[config.mk]
export PLATFORM = sky130hd
export DESIGN_NAME = line_output
export DESIGN_NICKNAME = d
export VERILOG_FILES = /design/src/hdl/sprite_pkg.sv /design/src/hdl/line_output.sv
export SDC_FILE = /design/constraint.sdc
export NUM_CORES = 1
export LEC_CHECK = 0
export ABC_AREA = 1
export BUFFER_PORTS_ARGS = -buffer_cell sky130_fd_sc_hd__buf_2
export CORE_MARGIN = 1.5
export CORE_UTILIZATION = 30
export DETAILED_ROUTE_END_ITERATION = 8
export PLACE_DENSITY_LB_ADDON = 0.08
export SLEW_MARGIN = 20
export SYNTH_ARGS = -nofsm -noshare
export SYNTH_HDL_FRONTEND = slang
export SYNTH_SLANG_ARGS = --single-unit
[constraint.sdc]
create_clock -name CLK -period 1.09 [get_ports CLK]
set_input_delay 0.218 -clock CLK [delete_from_list [all_inputs] [get_ports CLK]]
set_output_delay 0.218 -clock CLK [all_outputs]
set_load 0.05 [all_outputs]
[src/hdl/sprite_pkg.sv]
// Sprite engine shared definitions
// Sizes, decoded attribute words, the line buffer write and the pixel word views

package sprite_pkg;

	localparam int COORD_W = 10;
	localparam int COLOR_W = 8;

	// Table select codes in the top two bits of ADDRESS
	localparam logic [1:0] TABLE_SEL_X = 2'd0;
	localparam logic [1:0] TABLE_SEL_Y = 2'd1;
	localparam logic [1:0] TABLE_SEL_H = 2'd2;
	localparam logic [1:0] TABLE_SEL_A = 2'd3;

	// Stride 0 is 80 words per row, 1 is 64 words per row
	typedef struct packed {
		logic               stride;
		logic [3:0]         palette;
		logic               enable;
		logic [COORD_W-1:0] x_pos;
	} x_word_t;

	// Sprite is width + 1 pixels wide
	typedef struct packed {
		logic [5:0]         width;
		logic [COORD_W-1:0] y_start;
	} y_word_t;

	// Depth 0 is 4 bpp, depth 1 is 5 bpp
	typedef struct packed {
		logic               depth;
		logic [4:0]         reserved;
		logic [COORD_W-1:0] y_end;
	} h_word_t;

	typedef struct packed {
		logic [15:0] base;
		h_word_t     h;
		y_word_t     y;
		x_word_t     x;
	} sprite_attr_t;

	typedef struct packed {
		logic               en;
		logic [COORD_W-1:0] addr;
		logic [COLOR_W-1:0] color;
	} line_wr_t;

	// Three 5 bit pixels, top bit of the word unused
	typedef struct packed {
		logic            unused;
		logic [2:0][4:0] pix;
	} pix5_t;

	typedef union packed {
		logic [3:0][3:0] pix4;
		pix5_t           p5;
	} pix_word_u;

endpackage
[src/hdl/line_output.sv]
// Scanline output stage
// Swaps front and back buffers on H_tick and muxes the front buffer to color_index

module line_output
	import sprite_pkg::*;
(
	input  logic                        CLK,
	input  logic                        RSTb,
	input  logic                        H_tick,
	input  logic                        re,
	input  logic [COORD_W-1:0]          display_x,
	output logic                        back_sel,
	output logic [1:0]                  is_front,
	output logic [1:0][COORD_W-1:0]     rd_addr,
	input  logic [1:0][COLOR_W-1:0]     rd_data,
	output logic [COLOR_W-1:0]          color_index
);

	logic re_q;
	logic front_q;

	always_ff @(posedge CLK) begin
		if (!RSTb) begin
			back_sel <= 1'b0;
			re_q     <= 1'b0;
			front_q  <= 1'b0;
		end else begin
			if (H_tick)
				back_sel <= ~back_sel;
			// Track the buffer that was read along with re
			re_q    <= re;
			front_q <= ~back_sel;
		end
	end

	assign is_front = {~back_sel, back_sel};

	// Only the front buffer follows display_x
	always_comb begin
		rd_addr            = '0;
		rd_addr[~back_sel] = display_x;
	end

	assign color_index = re_q ? rd_data[front_q] : '0;

endmodule

==> results of run 1 <==
-- synth_stat cells --
cell,number
inv_1,31
nor2_1,29
nand2_1,27
dfxtp_1,3
buf_4,2
buf_8,2
nand2_2,2
buf_2,1
buf_6,1
-- cells by family after synthesis --
logic type,count (synthesis),share of synthesized area [%]
AND/OR/NAND/NOR,58,48.4
buffers and inverters,37,38.6
flip-flops,3,13.0
-- metrics by stage --
| step | util [%] | setup WS, ns | std cells | setup TNS [ns] |
|---|---|---|---|---|
| floorplan | - | -0.0464 | 98 | -0.436 |
| global placement | 69.8 | -0.160 | 173 | -2.31 |
| detailed placement | 69.8 | -0.195 | 173 | -2.73 |
==> results.md, run 1 <==
| Item | Reported | Unit |
|:---|:---|:---|
| Synth Cell Area | 460 | um^2 |
| Stage where the flow stopped | 4_1_cts | - |
| Yosys Warn Count | 0 | - |
| Synthesized flop and latch total | 3 | - |
| Share of the synthesized area in the top cell type | 25.3 | % |
| Post-Synthesis Cells | 98 | - |
| Number of different library cells in the post-synthesis netlist | 9 | - |
| Hold buffer count at cts | 0 | - |
| CTS Root Buffer Type | clkbuf_4 | - |
| Vert. Die Dim | 42.2 | um |
| Top cells by area, synth | inv_1, nor2_1, nand2_1 | - |
| Port buffer count | 60 | - |
| Clock buffer count from CTS | 3 | - |
| IO Count | 61 | - |
| Post-synthesis cell type with the largest combined area | inv_1 | - |
| Dpl cell area | 953 | um^2 |
| Initial cell density of the core | 33.7 | % |
| Mapped Nets | 128 | - |
| H-tree depth | 1 | - |
| Final HPWL from detailed placement | 1060 | um |
| First Error | [ERROR DPL-0038] Utilization greater than 100%, impossible to legalize | - |
| Total setup buffers inserted after CTS | 6 | - |
| Die width | 42.2 | um |
| Routability congestion estimate from global placement | 0.673 | - |
| Number of standard-cell rows in the floorplan | 13 | - |
| Synthesized area divided by synthesized cell count | 4.70 | um^2 |
| TritonCTS Sinks | 3 | - |
| Longest Clk Path Bufs | 2 | - |
| CTS resizes | 108 | - |
| Status | aborted with a tool error | - |
| Sequential-to-total area share from yosys stat | 13.0 | % |
==> run 2: changes to the inputs <==
--- a/config.mk
+++ b/config.mk
@@ -7,10 +7,10 @@
 export LEC_CHECK = 0
 export ABC_AREA = 1
 export BUFFER_PORTS_ARGS = -buffer_cell sky130_fd_sc_hd__buf_2
-export CORE_MARGIN = 1.5
-export CORE_UTILIZATION = 30
+export CORE_AREA = 2 2 63 65
 export DETAILED_ROUTE_END_ITERATION = 8
-export PLACE_DENSITY_LB_ADDON = 0.08
+export DIE_AREA = 0 0 65 67
+export PLACE_DENSITY_LB_ADDON = 0.15
 export SLEW_MARGIN = 20
 export SYNTH_ARGS = -nofsm -noshare
 export SYNTH_HDL_FRONTEND = slang
==> run 2 against run 1 <==
The flow now finishes, with violations (negative setup slack). Synthesized cell count unchanged. Synthesized area unchanged.
==> results.md, run 2 <==
| Item | Reported | Unit |
|:---|:---|:---|
| Status | complete, but fails checks | - |
| Violated checks | negative setup slack | - |
| Share of synthesized area spent on multiplexers | 0 | % |
| Via count | 759 | - |
| Synth Cell Area | 460 | um^2 |
| Number of max-cap violations | 0 | - |
| Dpl cell area | 992 | um^2 |
| Number of standard-cell rows in the floorplan | 22 | - |
| Cell with the most instances after synthesis | inv_1 | - |
| Fmax | 0.774 | GHz |
| Count of filler cells inserted in the layout | 378 | - |
| Crit share post-route | 119 | % |
| Share of the synthesized area in the top cell type | 25.3 | % |
| Fraction of layout cells with a size suffix above 1 | 76.1 | % |
| Vert. Die Dim | 67 | um |
| Initial cell density of the core | 12.8 | % |
| Final #Nets | 194 | - |
| Die width | 65 | um |
| Clock insertion delay at the later pin of the skew report | 0.21 | ns |
| Cell count after placement | 204 | - |
| Via count of the first global-routing pass | 663 | - |
| Number of instances on the worst hold path | 3 | - |
| TritonCTS clock tree | done | - |
| Hold buffer count at cts | 0 | - |
| Total global-route track usage | 6.97 | % |
| Worst IR drop on VDD | 0.462 | mV |
| Detailed-route wire length | 1730 | um |
| Remaining antenna violation count | 0 | - |
| Post-synthesis xor/xnor area fraction | 0 | % |
| Iteration-0 DRC count of the detailed router | 11 | - |
| Cells on worst reg2reg path | 4 | - |
| Skew final | 0.0000509 | ns |
| Worst EP required | 0.87 | ns |
| Synthesized area divided by synthesized cell count | 4.70 | um^2 |
| Crit-path max FO | 16 | - |
| Hold WC Path Type | in2reg | - |
| Post-layout instance count excluding filler cells | 211 | - |
| Top cells by area, synth | inv_1, nor2_1, nand2_1 | - |
| Clock transition at the registers of the reported paths | 0.03 | ns |
| Final HPWL from detailed placement | 1230 | um |
| Worst slew margin relative to its limit | 86.4 | % |
| Commonest cells after routing, fill and taps aside | buf_2, inv_1, nor2_4, buf_6, buf_8 | - |
| Wire per inst | 8.20 | um |
| Yosys Warn Count | 0 | - |
| Compound-gate portion of the synthesized area | 0 | % |
| Post-layout worst setup margin | -0.203 | ns |
| Leading cell type in the layout, fill and taps excluded | buf_2 | - |
| Final setup viols | 31 | - |
| Global route overflow | 0 | - |
| IO Count | 61 | - |
| Number of enable flip-flop cells after synthesis | 0 | - |
| Antenna violations before repair | 0 | - |
| RSZ-0062 raised after global routing | true | - |
| Total iterations of the first detailed-routing run | 2 | - |
| Routability congestion estimate from global placement | 0.645 | - |
| Combinational family with the most area after synthesis | simple AND/OR/NAND/NOR gates | - |
| Worst slack on hold paths | 0.192 | ns |
| Most instantiated flip-flop cell in the synthesis netlist | dfxtp_1 | - |
| Core outline area | 0.00361 | mm^2 |
| First-pass GRT wire length | 2450 | um |
| Share of flip-flops with an asynchronous set or reset after synthesis | 0 | % |
| Leak pwr | 0.745 | nW |
| Summed area of non-filler cells in the final layout | 0.00145 | mm^2 |
| # DRC | 0 | - |
| P per Cell Area | 887 | mW/mm^2 |
| Basic-gate share of the synthesized area counting and, or, nand and nor cells | 48.4 | % |
| Top Registers | back_sel (1), front_q (1), re_q (1) | - |
| Critical Path Start Type | register | - |
| Leading post-synthesis cells by instance count | inv_1, nor2_1, nand2_1 | - |
| Via-to-Cell Ratio | 3.60 | - |
| Pin count of the biggest net entering global routing | 17 | - |
| Data arrival, critical path | 1.07 | ns |
| Sequential-to-total area share from yosys stat | 13.0 | % |
| H-tree depth | 1 | - |
| Pins Over Slew Limit | 0 | - |
| Area growth, synth to finish | 216 | % |
| Worst slew pin tran | 0.203 | ns |
| Critical Setup Path Class | reg2out | - |
| Die footprint | 0.00436 | mm^2 |
| Longest Clk Path Bufs | 2 | - |
| Number of diodes | 0 | - |
| Post-synthesis cell type with the largest combined area | inv_1 | - |
| Mapped Nets | 128 | - |
| Number of different library cells in the post-synthesis netlist | 9 | - |
| Min Clock Period, post-route | 1.29 | ns |
| Final Hold Viols | 0 | - |
| Setup TNS | -4.36 | ns |
| Critical Path End Type | primary output | - |
| Clock buffer count from CTS | 3 | - |
| Port buffer count | 60 | - |
| CTS Root Buffer Type | clkbuf_8 | - |
| Post-synthesis share of cell area spent on full adders, half adders and majority gates | 0 | % |
| Post-Synthesis Cells | 98 | - |
| Synthesized flop and latch total | 3 | - |
| TritonCTS Sinks | 3 | - |
-- run 2: cell counts after synthesis --
No cell type changed its count.
-- run 2: layout make-up --
| type | count | area [um^2] | share of cell area, % |
|---|---|---|---|
| flip-flops and latches | 3 | 66.3 | 4.56 |
| repair buffers | 67 | 674 | 46.4 |
| multi-input cells | 58 | 458 | 31.5 |
| clock buffers | 4 | 45.0 | 3.10 |
| well taps | 48 | 60.1 | 4.13 |
| inverters | 31 | 150 | 10.3 |
-- run 2: kinds of logic (layout without fill, tap and decap cells) --
logic type,after synthesis,count (layout)
simple gates,58,58
buf+inv,37,102
flops,3,3
-- run 2: timing repair --
item,in CTS,in global routing
endpoints found under the hold margin,0,0
pin swaps,1,5
cloned,0,1
buffers inserted,0,2
endpoints found under the setup margin,31,31
gates resized for setup,78,38
-- run 2: metal layers --
metal / vias up / wire (um) / global-route usage [%]
met5: - / 0 / 0
met4: 0 / 0 / 3.19
met3: 0 / 250 / 2.20
met2: 49 / 901 / 13.1
met1: 322 / 577 / 6.92
li1: 388 / - / -
-- run 2: worst paths after layout --
check	slack, ns	to	startpoint
min	0.19	re_q$_SDFF_PN0_	re
max reg2reg	0.19	back_sel$_SDFFE_PN0P_	back_sel$_SDFFE_PN0P_
min reg2reg	0.64	front_q$_SDFF_PN0_	back_sel$_SDFFE_PN0P_
max	-0.20	color_index[6]	front_q$_SDFF_PN0_
-- run 2: worst max-delay path, cell delays in order, from the launching register on --
cell and delay [ns]:
dfxtp_2 0.31, buf_12 0.14, nor2_1 0.19, nor2_4 0.06, buf_6 0.15
-- run 2: through the flow --
stage	worst slack (ns)	total power [mW]	utilization, %
2_1_floorplan	-0.0464	0.621	-
3_3_place_gp	-0.0842	0.747	27.5
3_5_place_dp	-0.0877	0.750	27.5
4_1_cts	-0.208	1.21	35.5
5_1_grt	-0.237	1.36	40.3
6_report	-0.203	1.29	40.3
-- run 2: report_power, final --
part | leakage [nW] | switching (mW) | internal (mW)
Combinational | 0.696 | 0.496 | 0.343
Sequential | 0.0261 | 0.0157 | 0.120
Clock | 0.0228 | 0.0674 | 0.249
Total | 0.745 | 0.579 | 0.711
Note: power is estimated with default switching activity, not from simulation.
==> run 3: changes to the inputs <==
--- a/config.mk
+++ b/config.mk
@@ -15,3 +15,4 @@
 export SYNTH_ARGS = -nofsm -noshare
 export SYNTH_HDL_FRONTEND = slang
 export SYNTH_SLANG_ARGS = --single-unit
+export TNS_END_PERCENT = 1
==> run 3 against run 2 <==
The run still ends with negative setup slack left. Clock power increased by 2%. Register-to-register slack improved by 0.12 ns. Worst hold slack better by 0.024 ns. Maximum frequency fell by 1.0%. Power is 0.12% lower. Sequential power is 3% higher. Via count fell by 1.7%. Critical path type unchanged. Highest routed layer unchanged. Global-route usage is 1.7 points higher. Critical path depth up 1. Largest power group unchanged.
==> results.md, run 3 (synthesis results as in run 2) <==
| Item | Reported | Unit |
|:---|:---|:---|
| Status | complete, but fails checks | - |
| Violated checks | negative setup slack | - |
| Worst slew margin relative to its limit | 86.1 | % |
| Number of max-cap violations | 0 | - |
| Clock transition at the registers of the reported paths | 0.03 | ns |
| Worst EP required | 0.87 | ns |
| Count of filler cells inserted in the layout | 353 | - |
| Routability congestion estimate from global placement | 0.760 | - |
| Final HPWL from detailed placement | 1300 | um |
| Final #Nets | 192 | - |
| Antenna violations before repair | 0 | - |
| Longest Clk Path Bufs | 2 | - |
| Leading cell type in the layout, fill and taps excluded | buf_2 | - |
| Crit share post-route | 120 | % |
| Remaining antenna violation count | 0 | - |
| Die width | 65 | um |
| Crit-path max FO | 8 | - |
| Clock insertion delay at the later pin of the skew report | 0.21 | ns |
| Worst slew pin tran | 0.208 | ns |
| Skew final | 0.0000450 | ns |
| Data arrival, critical path | 1.09 | ns |
| Total iterations of the first detailed-routing run | 2 | - |
| Worst slack on hold paths | 0.215 | ns |
| Critical Setup Path Class | reg2out | - |
| Iteration-0 DRC count of the detailed router | 13 | - |
| TritonCTS clock tree | done | - |
| Hold buffer count at cts | 0 | - |
| Cell mode on critical path | nand2_4 | - |
| Post-layout power | 1.29 | mW |
| Total global-route track usage | 8.71 | % |
| Detailed-route wire length | 1830 | um |
| Global route overflow | 0 | - |
| Leak pwr | 0.718 | nW |
| Worst-path cell with the longest stage delay | dfxtp_4 | - |
| Min Clock Period, post-route | 1.31 | ns |
| Total setup buffers inserted after CTS | 0 | - |
| Pin count of the biggest net entering global routing | 14 | - |
| TritonCTS Sinks | 3 | - |
| Number of diodes | 0 | - |
| Port buffer count | 60 | - |
| Hold WC Path Type | in2reg | - |
| Worst IR drop on VDD | 0.489 | mV |
| Initial cell density of the core | 12.8 | % |
| H-tree depth | 1 | - |
| Via-to-Cell Ratio | 3.57 | - |
| Clock buffer count from CTS | 3 | - |
| Pins Over Slew Limit | 0 | - |
| Maximum single-stage delay on the critical path | 0.35 | ns |
| Post-layout worst setup margin | -0.216 | ns |
| Area of the multi-input gates | 500 | um^2 |
| Post-layout instance count excluding filler cells | 209 | - |
| Buf+Inv Stages, Crit Path | 2 | - |
| Area growth, synth to finish | 215 | % |
| CTS Root Buffer Type | clkbuf_8 | - |
| Critical Path Start Type | register | - |
| Top cell family by delay on the critical path | flip-flops | - |
| Vert. Die Dim | 67 | um |
| Fraction of layout cells with a size suffix above 1 | 82.6 | % |
| Commonest cells after routing, fill and taps aside | buf_2, buf_6, inv_1, nor2_4, nand2_2 | - |
| # DRC | 0 | - |
| RSZ-0062 raised after global routing | true | - |
| Critical Path End Type | primary output | - |
| Cell chain of the critical path | buf_12 -> nand2_4 -> nand2_4 -> nor2_4 -> buf_8 | - |
| Final setup viols | 31 | - |
| Via count of the first global-routing pass | 694 | - |
| Fmax | 0.766 | GHz |
| IO Count | 61 | - |
| Via count | 746 | - |
| P per Cell Area | 889 | mW/mm^2 |
| Top Registers | back_sel (1), front_q (1), re_q (1) | - |
| Cell count after placement | 204 | - |
| Number of standard-cell rows in the floorplan | 22 | - |
| Core outline area | 0.00361 | mm^2 |
| Sequential cell area | 71.3 | um^2 |
| First-pass GRT wire length | 2930 | um |
| Die footprint | 0.00436 | mm^2 |
| Final Hold Viols | 0 | - |
| Wire per inst | 8.75 | um |
[run 3: cell count changes in the layout (fill, tap and decap cells not counted)]
cell,change
nor2_2,+3
buf_16,+1
buf_12,-1
nand2_1,-7
nand2_2,+5
dfxtp_4,+2
buf_6,+5
clkbuf_16,-1
nor2_4,+1
buf_8,-6
nand2_4,+2
dfxtp_2,-2
nor2_1,-4
[run 3: worst register-to-register path, cell delays in order (launching register included)]
cell     delay [ns]
dfxtp_4        0.37
buf_12         0.16
nand2_1        0.06
nand2_1        0.05
nor2_1         0.03
[run 3: metal layers]
layer  part of all wire [%]  GRT usage [%]
met1                     35           9.52
met2                     54           15.6
met3                     11           4.39
met4                      0          0.798
met5                      0              0
[run 3: cell type report]
class,instances,area share (%)
Sequential cell,3,4.92
Inverter,31,10.4
Multi-Input combinational cell,58,34.5
Tap cell,48,4.14
Clock buffer,4,3.11
Timing Repair Buffer,65,43.0
[run 3: final timing paths]
path / startpoint / end / slack, ns / cells past startpoint
setup / recovery: front_q$_SDFF_PN0_ / color_index[0] / -0.22 / 5
hold / removal: re / re_q$_SDFF_PN0_ / 0.22 / 3
setup reg to reg: back_sel$_SDFFE_PN0P_ / back_sel$_SDFFE_PN0P_ / 0.31 / 4
hold reg to reg: back_sel$_SDFFE_PN0P_ / front_q$_SDFF_PN0_ / 0.61 / 2
[run 3: repair_timing]
action                     in CTS  in global routing
cloned                          1                  0
setup endpoints to repair      31                 31
pin swaps                      12                  9
resized for setup             102                 20
[run 3: stage by stage]
stage	worst slack, ns	cell area (um^2)	setup TNS (ns)	utilization [%]
after global routing	-0.263	1450	-5.54	40.2
after detailed placement	-0.0895	1000	-1.06	27.7
final	-0.216	1450	-4.43	40.2
after floorplan	-0.0464	652	-0.482	-
after global placement	-0.0681	1000	-0.866	27.7
after CTS	-0.226	1390	-4.91	38.4
[run 3: report_power, final]
group | switching [mW] | leakage, nW | internal (mW)
combinational | 0.499 | 0.668 | 0.327
clock | 0.0739 | 0.0228 | 0.249
sequential | 0.0217 | 0.0267 | 0.117
