==> src/hdl/sprite_pkg.sv <==
// Sprite engine shared definitions
// Sizes, decoded attribute words, the line buffer write and the pixel word views

package sprite_pkg;

	localparam int COORD_W = 10;
	localparam int COLOR_W = 8;

	// Table select codes in the top two bits of ADDRESS
	localparam logic [1:0] TABLE_SEL_X = 2'd0;
	localparam logic [1:0] TABLE_SEL_Y = 2'd1;
	localparam logic [1:0] TABLE_SEL_H = 2'd2;
	localparam logic [1:0] TABLE_SEL_A = 2'd3;

	// Stride 0 is 80 words per row, 1 is 64 words per row
	typedef struct packed {
		logic               stride;
		logic [3:0]         palette;
		logic               enable;
		logic [COORD_W-1:0] x_pos;
	} x_word_t;

	// Sprite is width + 1 pixels wide
	typedef struct packed {
		logic [5:0]         width;
		logic [COORD_W-1:0] y_start;
	} y_word_t;

	// Depth 0 is 4 bpp, depth 1 is 5 bpp
	typedef struct packed {
		logic               depth;
		logic [4:0]         reserved;
		logic [COORD_W-1:0] y_end;
	} h_word_t;

	typedef struct packed {
		logic [15:0] base;
		h_word_t     h;
		y_word_t     y;
		x_word_t     x;
	} sprite_attr_t;

	typedef struct packed {
		logic               en;
		logic [COORD_W-1:0] addr;
		logic [COLOR_W-1:0] color;
	} line_wr_t;

	// Three 5 bit pixels, top bit of the word unused
	typedef struct packed {
		logic            unused;
		logic [2:0][4:0] pix;
	} pix5_t;

	typedef union packed {
		logic [3:0][3:0] pix4;
		pix5_t           p5;
	} pix_word_u;

endpackage
==> src/hdl/sprite_renderer.sv <==
// Sprite scanline renderer
// After each H_tick walks all sprite entries, fetches pixel words for the
// sprites on display_y and writes their opaque pixels into the back buffer

module sprite_renderer
	import sprite_pkg::*;
#(
	parameter int SPRITE_BITS = 8
) (
	input  logic                   CLK,
	input  logic                   RSTb,
	input  logic                   H_tick,
	input  logic [COORD_W-1:0]     display_y,
	input  sprite_attr_t           attr,
	output logic [SPRITE_BITS-1:0] sprite_index,
	output logic [15:0]            memory_address,
	output logic                   rvalid,
	input  logic [15:0]            memory_data,
	input  logic                   rready,
	input  logic                   back_sel,
	output line_wr_t [1:0]         line_wr
);

	typedef enum logic [3:0] {
		S_IDLE,
		S_BEGIN,
		S_TEST,
		S_ADDR,
		S_WAIT,
		S_PIX0,
		S_PIX1,
		S_PIX2,
		S_PIX3,
		S_NEXT
	} state_t;

	state_t             state;
	logic [COORD_W-1:0] row_v;
	logic [COORD_W-1:0] x_cur;
	logic [5:0]         pix_cnt;
	logic [5:0]         fetch_cnt;
	pix_word_u          word;

	logic               visible;
	logic [15:0]        row_off;
	logic [15:0]        fetch_addr;
	logic               in_pix;
	logic               last_pix;
	logic               last_lane;
	logic [1:0]         lane;
	logic [4:0]         pix_val;
	logic [COLOR_W-1:0] pix_color;

	assign visible = attr.x.enable && display_y >= attr.y.y_start &&
		display_y <= attr.h.y_end;

	// Row offset is v * 64 or v * 80
	assign row_off = attr.x.stride ? {row_v, 6'd0} :
		{row_v, 6'd0} + {2'd0, row_v, 4'd0};
	assign fetch_addr = attr.base + row_off + {10'd0, fetch_cnt};

	assign in_pix   = state inside {S_PIX0, S_PIX1, S_PIX2, S_PIX3};
	assign last_pix = pix_cnt == attr.y.width;

	// Pixel lane within the fetched word and its color
	always_comb begin
		case (state)
			S_PIX1: lane = 2'd1;
			S_PIX2: lane = 2'd2;
			S_PIX3: lane = 2'd3;
			default: lane = 2'd0;
		endcase
		if (attr.h.depth) begin
			pix_val   = word.p5.pix[lane];
			pix_color = {attr.x.palette[3:1], pix_val};
			last_lane = lane == 2'd2;
		end else begin
			pix_val   = {1'b0, word.pix4[lane]};
			pix_color = {attr.x.palette, pix_val[3:0]};
			last_lane = lane == 2'd3;
		end
		line_wr = '0;
		// Zero pixels are transparent
		line_wr[back_sel].en    = in_pix && pix_val != 5'd0;
		line_wr[back_sel].addr  = x_cur;
		line_wr[back_sel].color = pix_color;
	end

	// H_tick abandons whatever is in flight
	always_ff @(posedge CLK) begin
		if (!RSTb) begin
			state        <= S_IDLE;
			sprite_index <= '0;
			rvalid       <= 1'b0;
		end else if (H_tick) begin
			state        <= S_BEGIN;
			sprite_index <= '0;
			rvalid       <= 1'b0;
		end else begin
			case (state)
				S_IDLE: ;
				// Wait for the attribute read
				S_BEGIN: state <= S_TEST;
				S_TEST: state <= visible ? S_ADDR : S_NEXT;
				S_ADDR: begin
					rvalid <= 1'b1;
					state  <= S_WAIT;
				end
				S_WAIT: begin
					if (rready) begin
						rvalid <= 1'b0;
						state  <= S_PIX0;
					end
				end
				S_NEXT: begin
					if (sprite_index == '1) begin
						state <= S_IDLE;
					end else begin
						sprite_index <= sprite_index + 1'b1;
						state        <= S_BEGIN;
					end
				end
				default: begin
					if (last_pix)
						state <= S_NEXT;
					else if (last_lane)
						state <= S_ADDR;
					else
						state <= state_t'(state + 4'd1);
				end
			endcase
		end
	end

	always_ff @(posedge CLK) begin
		case (state)
			S_TEST: begin
				row_v     <= display_y - attr.y.y_start;
				x_cur     <= attr.x.x_pos;
				pix_cnt   <= 6'd0;
				fetch_cnt <= 6'd0;
			end
			// Address stays put for the whole request
			S_ADDR: memory_address <= fetch_addr;
			S_WAIT: begin
				if (rready) begin
					word      <= memory_data;
					fetch_cnt <= fetch_cnt + 1'b1;
				end
			end
			default: ;
		endcase
		if (in_pix) begin
			x_cur   <= x_cur + 1'b1;
			pix_cnt <= pix_cnt + 1'b1;
		end
	end

endmodule

==> config.mk <==
export PLATFORM = sky130hd
export DESIGN_NAME = sprite_renderer
export DESIGN_NICKNAME = d
export VERILOG_FILES = /design/src/hdl/sprite_pkg.sv /design/src/hdl/sprite_renderer.sv
export SDC_FILE = /design/constraint.sdc
export NUM_CORES = 1
export LEC_CHECK = 0
export BUFFER_PORTS_ARGS = -buffer_cell sky130_fd_sc_hd__buf_2
export CAP_MARGIN = 0
export CELL_PAD_IN_SITES_DETAIL_PLACEMENT = 2
export CELL_PAD_IN_SITES_GLOBAL_PLACEMENT = 2
export CORE_MARGIN = 3
export CORE_UTILIZATION = 29
export CTS_CLUSTER_DIAMETER = 30
export DETAILED_ROUTE_END_ITERATION = 12
export PLACE_DENSITY_LB_ADDON = 0.1
export SETUP_SLACK_MARGIN = 0.3
export SYNTH_ARGS = -nofsm -noshare
export SYNTH_HDL_FRONTEND = slang
export SYNTH_SLANG_ARGS = --single-unit
export TNS_END_PERCENT = 5
==> constraint.sdc <==
create_clock -name CLK -period 3.9 [get_ports CLK]
set_clock_uncertainty 0.1 [all_clocks]
set_input_delay 1.17 -clock CLK [delete_from_list [all_inputs] [get_ports CLK]]
set_output_delay 1.17 -clock CLK [all_outputs]
set_load 0.02 [all_outputs]
==> insert_results.sql, run 1 <==
INSERT INTO impl_metrics (metric_group, metric, value, unit) VALUES
('power_and_ir_drop', 'power_leakage', '0.00342', 'µW'),
('finish', 'layout-drive-gt1-share', '30.6', '%'),
('finish', 'syn_to_final_growth', '30.7', '%'),
('global_routing', 'grt_use_total', '16.1', '%'),
('min_path', 'min-delay-start', 'rvalid', ''),
('detailed_routing', 'detail_route.drc_violations', '0', ''),
('finish', 'layoutNonFillerInstCount', '1070', ''),
('power_and_ir_drop', 'fin_total_pwr', '2690', 'µW'),
('timing', 'layout_worst_path_cycle_share', '96.0', '%'),
('timing', 'grt_setup_unrepaired', 'yes', ''),
('setup_path', 'crit_top_cell', 'sky130_fd_sc_hd__a21oi_2', ''),
('power_and_ir_drop', 'vdd_ir_drop_max', '0.000195', 'V'),
('setup_path', 'cp_data_arrival_time', '3.74', 'ns'),
('global_routing', 'largest_net_degree_at_the_start_of_global_routing', '26', ''),
('global_routing', 'antenna_found_initial', '0', ''),
('timing', 'setup_slack', '0.156', 'ns'),
('placed_design', 'place.detailed.instances', '1046', ''),
('timing', 'timing_hold_violations_final', '0', ''),
('timing', 'hold-worst-slack', '0.404', 'ns'),
('die', 'core_area', '19800', 'µm²'),
('finish', 'diodes', '0', ''),
('global_routing', 'grt_first_pass_wirelength', '29100', 'µm'),
('timing', 'worst_slew_pin_slew', '0.855', 'ns'),
('logic_synthesis', 'synth_ff_type', 'sky130_fd_sc_hd__edfxtp_1', ''),
('setup_path', 'ff_to_ff_start', 'row_v[2]', ''),
('min_path', 'hp-class', 'flop to flop', ''),
('placed_design', 'io_buffers', '152', ''),
('finish', 'layout.filler_cells', '2213', ''),
('clock_tree', 'clock-root-buffer', 'sky130_fd_sc_hd__clkbuf_16', ''),
('logic_synthesis', 'async_reset_ff_share', '0', '%'),
('clock_tree', 'tritoncts', 'built', ''),
('setup_path', 'critical_path_required', '3.89', 'ns'),
('logic_synthesis', 'synthesis.instances', '622', ''),
('setup_path', 'max_stage_delay', '0.44', 'ns'),
('detailed_routing', 'routed_wire_length_per_instance', '16.9', 'µm'),
('timing', 'timing.final.setup_violations', '0', ''),
('min_path', 'hold_path_depth', '2', ''),
('detailed_routing', 'vias', '5271', ''),
('global_routing', 'grt_pass1_vias', '5796', ''),
('logic_synthesis', 'synth.lib_cells_used.distinct', '71', ''),
('timing', 'layout_min_cycle_time', '3.74', 'ns'),
('placed_design', 'placement.setup.worst_slack', '-0.0265', 'ns'),
('logic_synthesis', 'synth.ff_latch_count', '77', ''),
('detailed_routing', 'dr.pass1.iters', '4', ''),
('die', 'die_area', '22200', 'µm²'),
('logic_synthesis', 'synthesis.area', '5940', 'µm²'),
('status', 'outcome', 'finished clean', ''),
('setup_path', 'reg2reg_slack', '0.16', 'ns'),
('die', 'number_of_standard_cell_rows_in_the_floorplan', '51', ''),
('clock_tree', 'clock_sink_count', '77', ''),
('placed_design', 'gp_congestion', '0.860', ''),
('clock_tree', 'htree_num_levels', '3', ''),
('detailed_routing', 'dr.first_iter.drc_count', '162', ''),
('detailed_routing', 'via_per_inst', '4.93', ''),
('setup_path', 'crit_family', 'compound AO/OA/AOI/OAI gates', ''),
('die', 'die_height', '149', 'µm'),
('setup_path', 'worstSetupStartpointType', 'flop', ''),
('global_routing', 'global_route.overflow_total', '0', ''),
('timing', 'report.final.slew_viol_count', '0', ''),
('die', 'floorplan.die.width', '149', 'µm'),
('setup_path', 'critical-path-slowest-cell', 'sky130_fd_sc_hd__edfxtp_1', ''),
('clock_tree', 'cts.clk_slew.worst_paths', '0.06', 'ns'),
('logic_synthesis', 'synth.net_count', '785', ''),
('setup_path', 'critical_path.cell_chain', 'ha_2 > buf_4 > a211o_1 > o211ai_1 > nand2_1 > a21oi_2 > xor2_1 > o21ai_0 > ha_1 > ha_4 > a21oi_2 > o21ai_2 > a22o_1 > a31oi_2 > nor3b_1 > a311o_1', ''),
('finish', 'nets', '963', ''),
('setup_path', 'crit_path_max_fanout', '5', ''),
('clock_tree', 'clock_tree.buffer_depth', '2', ''),
('setup_path', 'crit_buf_inv', '1', ''),
('power_and_ir_drop', 'powerDensity', '347', 'nW/µm²'),
('min_path', 'worstHoldEndpoint', 'rvalid', ''),
('setup_path', 'regToRegEndpoint', 'memory_address[14]', '');
## synth_stat cells, drive strengths merged (11+ instances only)
cell type / instances / area, µm²
edfxtp: 64 / 1920
ha: 63 / 788
nor2: 54 / 203
nand2: 46 / 173
inv: 45 / 169
a21oi: 34 / 170
o21ai: 32 / 164
xnor2: 29 / 254
nor2b: 26 / 163
xor2: 25 / 219
and2: 17 / 106
nand3: 17 / 85.1
dfxtp: 13 / 260
a21o: 11 / 82.6
## stage by stage
| step | TNS [ns] | utilization [%] | cell area [µm²] |
|---|---|---|---|
| 2_1_floorplan | 0 | - | 6000 |
| 3_3_place_gp | 0 | 36.3 | 7180 |
| 3_5_place_dp | -0.0265 | 36.3 | 7180 |
| 4_1_cts | 0 | 38.9 | 7690 |
| 5_1_grt | -0.0391 | 39.2 | 7760 |
| 6_report | 0 | 39.2 | 7760 |
## how the worst max path moves through the flow
| stage | slack [ns] | startpoint | depth (start not counted) | to |
|---|---|---|---|---|
| finish | 0.16 | row_v[2] | 16 | memory_address[14] |
| global route | -0.02 | row_v[2] | 17 | memory_address[14] |
| CTS | 0.11 | row_v[2] | 16 | memory_address[14] |
| detailed placement | -0.03 | row_v[2] | 16 | memory_address[14] |
| global placement | 0.04 | row_v[2] | 16 | memory_address[14] |
| floorplan | 0.21 | attr[15] | 11 | memory_address[14] |
## cell families (layout without fill, tap and decap cells)
| family | after synthesis | after routing | synth area share, % |
|---|---|---|---|
| xor gates and xnor gates | 54 | 54 | 7.96 |
| and+or+nand+nor | 216 | 216 | 19.0 |
| AOI/OAI and AO/OA | 140 | 140 | 16.3 |
| DFF | 77 | 77 | 36.7 |
| muxes | 4 | 4 | 0.695 |
| adders and majority gates | 68 | 68 | 15.0 |
| buffers and inverters | 63 | 246 | 4.36 |
## sequential cells by signal, indices dropped and copies added (netlist names)
signal,flops
x_cur,10
fetch_cnt,6
pix_cnt,6
memory_address,16
sprite_index,8
state,4
word,16
rvalid,1
row_v,10
## worst reg2reg max path: stages (launching register included)
cell                       delay [ns]
sky130_fd_sc_hd__edfxtp_1        0.44
sky130_fd_sc_hd__ha_2            0.23
sky130_fd_sc_hd__buf_4           0.14
sky130_fd_sc_hd__a211o_1         0.26
sky130_fd_sc_hd__o211ai_1        0.15
sky130_fd_sc_hd__nand2_1         0.14
sky130_fd_sc_hd__a21oi_2         0.17
sky130_fd_sc_hd__xor2_1          0.15
sky130_fd_sc_hd__o21ai_0         0.10
sky130_fd_sc_hd__ha_1            0.33
sky130_fd_sc_hd__ha_4            0.28
sky130_fd_sc_hd__a21oi_2         0.15
sky130_fd_sc_hd__o21ai_2         0.09
sky130_fd_sc_hd__a22o_1          0.21
sky130_fd_sc_hd__a31oi_2         0.17
sky130_fd_sc_hd__nor3b_1         0.09
sky130_fd_sc_hd__a311o_1         0.32
## power breakdown
part / internal (µW) / switching, µW
combinational: 342 / 397
clock: 627 / 358
sequential: 942 / 23.6
total: 1910 / 778
## repair_timing
item / in CTS / in global routing
endpoints found under the setup margin: 15 / 9
gates resized for setup: 28 / 12
pin swaps: 13 / 7
setup buffers: 6 / 2
## layer usage
| metal | part of all wire, % | GRT usage [%] | vias up |
|---|---|---|---|
| li1 | - | - | 2596 |
| met1 | 46 | 20.3 | 2571 |
| met2 | 50 | 29.0 | 94 |
| met3 | 3.3 | 2.61 | 10 |
| met4 | 0.71 | 3.16 | 0 |
| met5 | 0 | 0 | - |
## cells in the final DEF, fill, tap and decap left out, types with 4 or more instances in the layout
cell type / instances
sky130_fd_sc_hd__a211o_1: 4
sky130_fd_sc_hd__a211oi_1: 7
sky130_fd_sc_hd__a21o_1: 11
sky130_fd_sc_hd__a21oi_1: 32
sky130_fd_sc_hd__and2_1: 17
sky130_fd_sc_hd__and3_1: 6
sky130_fd_sc_hd__buf_2: 150
sky130_fd_sc_hd__buf_4: 33
sky130_fd_sc_hd__clkbuf_16: 9
sky130_fd_sc_hd__dfxtp_1: 11
sky130_fd_sc_hd__edfxtp_1: 64
sky130_fd_sc_hd__fa_1: 4
sky130_fd_sc_hd__ha_1: 51
sky130_fd_sc_hd__ha_4: 9
sky130_fd_sc_hd__inv_1: 41
sky130_fd_sc_hd__nand2_1: 46
sky130_fd_sc_hd__nand2b_1: 7
sky130_fd_sc_hd__nand3_1: 17
sky130_fd_sc_hd__nand4_1: 9
sky130_fd_sc_hd__nor2_1: 54
sky130_fd_sc_hd__nor2b_1: 24
sky130_fd_sc_hd__nor3_1: 7
sky130_fd_sc_hd__nor3b_1: 8
sky130_fd_sc_hd__o211ai_1: 5
sky130_fd_sc_hd__o21a_1: 4
sky130_fd_sc_hd__o21ai_0: 21
sky130_fd_sc_hd__o21ai_1: 9
sky130_fd_sc_hd__o21bai_1: 4
sky130_fd_sc_hd__xnor2_1: 29
sky130_fd_sc_hd__xor2_1: 25
## final cells by class
type	count	area, µm²	share of cell area [%]
sequential	77	2190	28.2
clock buffer	10	229	2.95
inverter	45	173	2.23
clock inverter	6	113	1.45
timing repair buffer	185	1020	13.2
tap	265	332	4.27
multi-input combinational	482	3710	47.8
Note: power is estimated with default switching activity, not from simulation.
==> run 2, diff against run 1 <==
CORE_MARGIN = 4   (was 3)
==> run 2 against run 1 <==
Register-to-register slack got worse by 0.12 ns. Hold slack improved by 0.00062 ns. Routed wire length is 0.76% higher. Critical endpoint unchanged.
==> insert_results.sql, run 2 (synthesized netlist as in run 1, its figures left out) <==
INSERT INTO impl_metrics (metric_group, metric, value, unit) VALUES
('status', 'outcome', 'finished clean', ''),
('finish', 'final_area', '7730', 'µm²'),
('setup_path', 'ff_to_ff_start', 'row_v[2]', ''),
('timing', 'final.setup.tns', '0', 'ns'),
('finish', 'final_common_cell', 'sky130_fd_sc_hd__buf_2', ''),
('timing', 'timing_hold_violations_final', '0', ''),
('die', 'die_area', '22800', 'µm²'),
('timing', 'layout_min_cycle_time', '3.86', 'ns'),
('setup_path', 'ff2ff_path_depth', '15', ''),
('clock_tree', 'tritoncts', 'built', ''),
('placed_design', 'dp_hpwl', '14700', 'µm'),
('timing', 'worst_slew_pin_slew', '0.924', 'ns'),
('setup_path', 'cp_data_arrival_time', '3.85', 'ns'),
('die', 'die_height', '151', 'µm'),
('detailed_routing', 'via_per_inst', '4.89', ''),
('timing', 'layout_worst_path_cycle_share', '99.0', '%'),
('setup_path', 'end_kind', 'flop', ''),
('timing', 'report.final.slew_viol_count', '0', ''),
('setup_path', 'regToRegEndpoint', 'memory_address[14]', ''),
('timing', 'slew-limit-headroom', '38.4', '%'),
('power_and_ir_drop', 'powerDensity', '320', 'nW/µm²'),
('timing', 'grt_setup_unrepaired', 'yes', ''),
('finish', 'layout.filler_cells', '2254', ''),
('detailed_routing', 'dr.first_iter.drc_count', '139', ''),
('detailed_routing', 'routed_wire_length_per_instance', '17.0', 'µm'),
('die', 'floorplan.die.width', '151', 'µm'),
('clock_tree', 'htree_num_levels', '3', ''),
('global_routing', 'grt_use_total', '15.6', '%'),
('finish', 'layout_common_cells', '148 x sky130_fd_sc_hd__buf_2, 64 x sky130_fd_sc_hd__edfxtp_1, 53 x sky130_fd_sc_hd__nor2_1, 50 x sky130_fd_sc_hd__ha_1, 45 x sky130_fd_sc_hd__nand2_1', ''),
('global_routing', 'global_route.overflow_total', '0', ''),
('min_path', 'worstHoldEndpoint', 'rvalid', ''),
('die', 'initial_standard_cell_utilization_of_the_core', '29.4', '%'),
('die', 'ios', '158', ''),
('placed_design', 'gp_congestion', '0.839', ''),
('detailed_routing', 'detail_route.drc_violations', '0', ''),
('detailed_routing', 'remaining_antenna_violation_count', '0', ''),
('min_path', 'hp-class', 'flop to flop', ''),
('die', 'core_area', '20200', 'µm²'),
('finish', 'largestRegisters', 'memory_address: 16 flops, word: 16 flops', ''),
('die', 'number_of_standard_cell_rows_in_the_floorplan', '52', ''),
('setup_path', 'critical_path_required', '3.89', 'ns'),
('setup_path', 'critical_path_class', 'flop to flop', ''),
('timing', 'timing.final.setup_violations', '0', ''),
('clock_tree', 'insertion_delay', '0.34', 'ns'),
('detailed_routing', 'vias', '5241', ''),
('setup_path', 'worstSetupStartpointType', 'flop', ''),
('flow_run', 'cap_viol_max_count', '0', ''),
('finish', 'postLayoutCoreUtil', '38.3', '%'),
('finish', 'syn_to_final_growth', '30.1', '%'),
('power_and_ir_drop', 'power_leakage', '0.00338', 'µW'),
('global_routing', 'grt_first_pass_wirelength', '28400', 'µm'),
('clock_tree', 'numCtsBuffers', '9', ''),
('detailed_routing', 'dr.pass1.iters', '4', ''),
('finish', 'diodes', '0', ''),
('finish', 'nets', '960', ''),
('clock_tree', 'clock-root-buffer', 'sky130_fd_sc_hd__clkbuf_16', ''),
('detailed_routing', 'total_routed_length', '18200', 'µm'),
('setup_path', 'crit_path_max_fanout', '7', ''),
('placed_design', 'io_buffers', '152', ''),
('timing', 'achievable-frequency', '0.259', 'GHz'),
('min_path', 'hold_path_depth', '2', ''),
('global_routing', 'largest_net_degree_at_the_start_of_global_routing', '26', ''),
('global_routing', 'antenna_found_initial', '1', ''),
('clock_tree', 'cts.clk_slew.worst_paths', '0.06', 'ns'),
('clock_tree', 'clock_sink_count', '77', ''),
('min_path', 'min-delay-start', 'rvalid', ''),
('clock_tree', 'clock_tree.buffer_depth', '2', ''),
('clock_tree', 'cts_hold_buf', '0', ''),
('power_and_ir_drop', 'vdd_ir_drop_max', '0.000200', 'V'),
('placed_design', 'postPlaceCellArea', '7180', 'µm²'),
('finish', 'layout-drive-gt1-share', '30.6', '%'),
('setup_path', 'reg2reg_slack', '0.04', 'ns'),
('global_routing', 'grt_pass1_vias', '5655', '');
[run 2: timing repair]
item,4_1_cts,5_1_grt
gates cloned,0,0
endpoints found under the setup margin,16,16
pin swaps,6,18
gates resized for setup,22,33
setup buffers,1,5
[run 2: layout make-up]
cell class | instances | area (µm²) | area share (%)
multi-input combinational | 482 | 3770 | 48.9
sequential | 77 | 2190 | 28.3
timing repair buffer | 182 | 1000 | 12.9
tap | 270 | 338 | 4.37
clock buffer | 10 | 229 | 2.96
inverter | 45 | 169 | 2.19
clock inverter | 5 | 28.8 | 0.372
[run 2: worst max path at each step]
stage | startpoint | end | slack (ns) | depth (start not counted)
after floorplan | attr[15] | memory_address[14] | 0.21 | 11
after global placement | row_v[2] | memory_address[14] | 0.03 | 16
after detailed placement | row_v[2] | memory_address[14] | -0.15 | 16
after CTS | row_v[2] | memory_address[14] | 0.02 | 16
after global routing | row_v[2] | memory_address[14] | -0.11 | 17
final | row_v[2] | memory_address[14] | 0.04 | 15
[run 2: through the flow]
step / setup WS (ns) / std cells / total power, µW / hold WS [ns]
after floorplan: 0.206 / 622 / 1430 / 0.424
after global placement: 0.0286 / 1050 / 1620 / 0.370
after detailed placement: -0.151 / 1050 / 1660 / 0.406
after CTS: 0.0224 / 1066 / 2460 / 0.424
after global routing: -0.107 / 1071 / 2620 / 0.453
final: 0.0387 / 1071 / 2470 / 0.404
[run 2: routing by layer]
layer / track usage (%) / vias up / routed length [µm]
met5: 0 / - / 12
li1: - / 2597 / -
met2: 28.0 / 92 / 9280
met1: 19.1 / 2536 / 7980
met4: 3.63 / 2 / 177
met3: 3.14 / 14 / 746
[run 2: worst max-delay path, stage by stage, from the launching register on]
cell	delay, ns
sky130_fd_sc_hd__edfxtp_1	0.48
sky130_fd_sc_hd__buf_6	0.17
sky130_fd_sc_hd__ha_4	0.22
sky130_fd_sc_hd__nor2b_2	0.16
sky130_fd_sc_hd__o21ai_2	0.17
sky130_fd_sc_hd__a21boi_2	0.10
sky130_fd_sc_hd__o311a_1	0.32
sky130_fd_sc_hd__buf_4	0.15
sky130_fd_sc_hd__or4b_4	0.47
sky130_fd_sc_hd__nand4_1	0.17
sky130_fd_sc_hd__ha_4	0.24
sky130_fd_sc_hd__ha_4	0.31
sky130_fd_sc_hd__nor2_4	0.04
sky130_fd_sc_hd__a21oi_2	0.10
sky130_fd_sc_hd__o21ai_1	0.08
sky130_fd_sc_hd__a311o_1	0.33
[run 2: power by group]
part / internal (µW) / leakage [µW] / switching [µW]
registers: 942 / 0.000688 / 25.5
clock network: 423 / 0.000122 / 336
logic: 343 / 0.00257 / 404
==> run 3, diff against run 2 <==
clock period = 3.5 ns   (was 3.9 ns; I/O delays follow)
==> run 3 against run 2 <==
The run now ends with negative setup slack left. Combinational power rose by 20%. Critical path depth fell by 1. Worst setup slack got worse by 0.17 ns. Global-route usage rose by 0.76 points. Register-to-register slack got worse by 0.17 ns. Hold slack got worse by 0.017 ns. Maximum frequency rose by 6.3%. Design area rose by 4.5%. Sequential share of layout area fell by 1.2 points. Critical endpoint unchanged.
==> insert_results.sql, run 3 (synthesized netlist as in run 1, its figures left out) <==
INSERT INTO impl_metrics (metric_group, metric, value, unit) VALUES
('power_and_ir_drop', 'power_leakage', '0.00355', 'µW'),
('die', 'core_area', '20200', 'µm²'),
('timing', 'grt_setup_unrepaired', 'yes', ''),
('finish', 'layout_common_cells', '148 x sky130_fd_sc_hd__buf_2, 64 x sky130_fd_sc_hd__edfxtp_1, 58 x sky130_fd_sc_hd__buf_4, 52 x sky130_fd_sc_hd__nor2_1, 49 x sky130_fd_sc_hd__ha_1', ''),
('clock_tree', 'insertion_delay', '0.35', 'ns'),
('finish', 'largestRegisters', 'memory_address: 16 flops, word: 16 flops', ''),
('die', 'floorplan.die.width', '151', 'µm'),
('placed_design', 'placement.setup.worst_slack', '-0.264', 'ns'),
('global_routing', 'antenna_found_initial', '0', ''),
('finish', 'nets', '989', ''),
('detailed_routing', 'dr.first_iter.drc_count', '124', ''),
('clock_tree', 'htree_num_levels', '3', ''),
('placed_design', 'dp_hpwl', '15000', 'µm'),
('setup_path', 'crit_path_max_fanout', '4', ''),
('status', 'outcome', 'finished with violations', ''),
('finish', 'final_area', '8070', 'µm²'),
('global_routing', 'grt_use_total', '16.3', '%'),
('timing', 'timing_hold_violations_final', '0', ''),
('timing', 'layout_worst_path_cycle_share', '104', '%'),
('setup_path', 'cp_data_arrival_time', '3.63', 'ns'),
('setup_path', 'critical_path_required', '3.49', 'ns'),
('status', 'failed_checks', 'negative setup slack', ''),
('setup_path', 'end_kind', 'flop', ''),
('finish', 'syn_to_final_growth', '35.9', '%'),
('die', 'number_of_standard_cell_rows_in_the_floorplan', '52', ''),
('clock_tree', 'cts.clk_slew.worst_paths', '0.07', 'ns'),
('detailed_routing', 'routed_wire_length_per_instance', '16.9', 'µm'),
('clock_tree', 'tritoncts', 'built', ''),
('timing', 'setup_slack', '-0.133', 'ns'),
('finish', 'diodes', '0', ''),
('detailed_routing', 'detail_route.drc_violations', '0', ''),
('placed_design', 'gp_congestion', '0.816', ''),
('finish', 'final_common_cell', 'sky130_fd_sc_hd__buf_2', ''),
('timing', 'timing.final.setup_violations', '4', ''),
('clock_tree', 'clock_tree.buffer_depth', '2', ''),
('clock_tree', 'clock_sink_count', '77', ''),
('placed_design', 'postPlaceCellArea', '7490', 'µm²'),
('global_routing', 'global_route.overflow_total', '0', ''),
('finish', 'postLayoutCoreUtil', '40.0', '%'),
('timing', 'layout_min_cycle_time', '3.63', 'ns'),
('die', 'die_height', '151', 'µm'),
('die', 'initial_standard_cell_utilization_of_the_core', '29.4', '%'),
('detailed_routing', 'total_routed_length', '18600', 'µm'),
('timing', 'achievable-frequency', '0.275', 'GHz'),
('detailed_routing', 'vias', '5397', ''),
('timing', 'worst_slew_pin_slew', '0.747', 'ns'),
('clock_tree', 'clock-root-buffer', 'sky130_fd_sc_hd__clkbuf_16', ''),
('global_routing', 'largest_net_degree_at_the_start_of_global_routing', '23', ''),
('setup_path', 'worstSetupStartpointType', 'flop', ''),
('die', 'ios', '158', ''),
('power_and_ir_drop', 'powerDensity', '381', 'nW/µm²'),
('min_path', 'hp-class', 'flop to flop', ''),
('detailed_routing', 'via_per_inst', '4.90', ''),
('clock_tree', 'numCtsBuffers', '9', ''),
('placed_design', 'place.detailed.instances', '1080', ''),
('timing', 'slew-limit-headroom', '49.8', '%'),
('global_routing', 'grt_pass1_vias', '5865', ''),
('detailed_routing', 'remaining_antenna_violation_count', '0', ''),
('placed_design', 'io_buffers', '152', ''),
('finish', 'layoutNonFillerInstCount', '1101', ''),
('timing', 'report.final.slew_viol_count', '0', ''),
('setup_path', 'critical_path_class', 'flop to flop', ''),
('detailed_routing', 'dr.pass1.iters', '4', ''),
('die', 'die_area', '22800', 'µm²'),
('finish', 'layout-drive-gt1-share', '34.5', '%'),
('flow_run', 'cap_viol_max_count', '0', ''),
('global_routing', 'grt_first_pass_wirelength', '29800', 'µm'),
('power_and_ir_drop', 'vdd_ir_drop_max', '0.000228', 'V'),
('timing', 'final.setup.tns', '-0.299', 'ns');
==> run 3: changes by cell type in the layout (fill, tap and decap cells not counted), sizes merged <==
cell	change
clkinvlp	-2
buf	+29
bufinv	+3
==> run 3: layer usage <==
metal  track usage, %  share of wire, %  up-vias  wire [µm]
li1                 -                 -     2656          -
met1             21.0                45     2621       8430
met2             28.2                50      101       9260
met3             2.51               3.6       19        660
met4             4.90               1.2        0        230
met5                0                 0        -          0
==> run 3: cell type report <==
type                            count  area, µm²
Sequential cell                    77       2190
Multi-Input combinational cell    482       3790
Fill cell                        2243      12100
Clock inverter                      6        111
Tap cell                          270        338
Timing Repair Buffer              211       1240
Clock buffer                       10        229
Inverter                           45        169
==> run 3: final timing paths <==
kind / from / to / cells past startpoint / slack (ns)
setup / recovery: row_v[2] / memory_address[14] / 14 / -0.13
hold / removal: rvalid / rvalid / 2 / 0.39
setup reg to reg: row_v[2] / memory_address[14] / 14 / -0.13
hold reg to reg: rvalid / rvalid / 2 / 0.39
==> run 3: per-stage QoR <==
step	total power, µW	hold slack [ns]
4_1_cts	3090	0.397
3_3_place_gp	1890	0.373
6_report	3070	0.387
2_1_floorplan	1620	0.424
5_1_grt	3240	0.436
3_5_place_dp	1940	0.379
==> run 3: where the power goes <==
part	switching (µW)	internal, µW
Combinational	466	432
Sequential	26.0	1050
Clock	400	698
==> run 3: worst max-delay path, stage by stage, from the launching register on <==
cell                       delay, ns
sky130_fd_sc_hd__edfxtp_1       0.44
sky130_fd_sc_hd__buf_6          0.16
sky130_fd_sc_hd__ha_4           0.24
sky130_fd_sc_hd__nor2b_2        0.15
sky130_fd_sc_hd__o21ai_2        0.15
sky130_fd_sc_hd__a21boi_2       0.09
sky130_fd_sc_hd__o311a_1        0.34
sky130_fd_sc_hd__or4b_1         0.48
sky130_fd_sc_hd__nand4_1        0.18
sky130_fd_sc_hd__ha_4           0.23
sky130_fd_sc_hd__ha_4           0.28
sky130_fd_sc_hd__nor2_1         0.05
sky130_fd_sc_hd__a21oi_1        0.11
sky130_fd_sc_hd__o21ai_1        0.08
sky130_fd_sc_hd__a311o_1        0.32
==> run 3: what timing repair did <==
action / 4_1_cts / 5_1_grt
setup endpoints to repair: 18 / 19
pin swaps: 16 / 7
setup buffers: 4 / 1
gates resized for setup: 38 / 12
hold buffers: 0 / 0
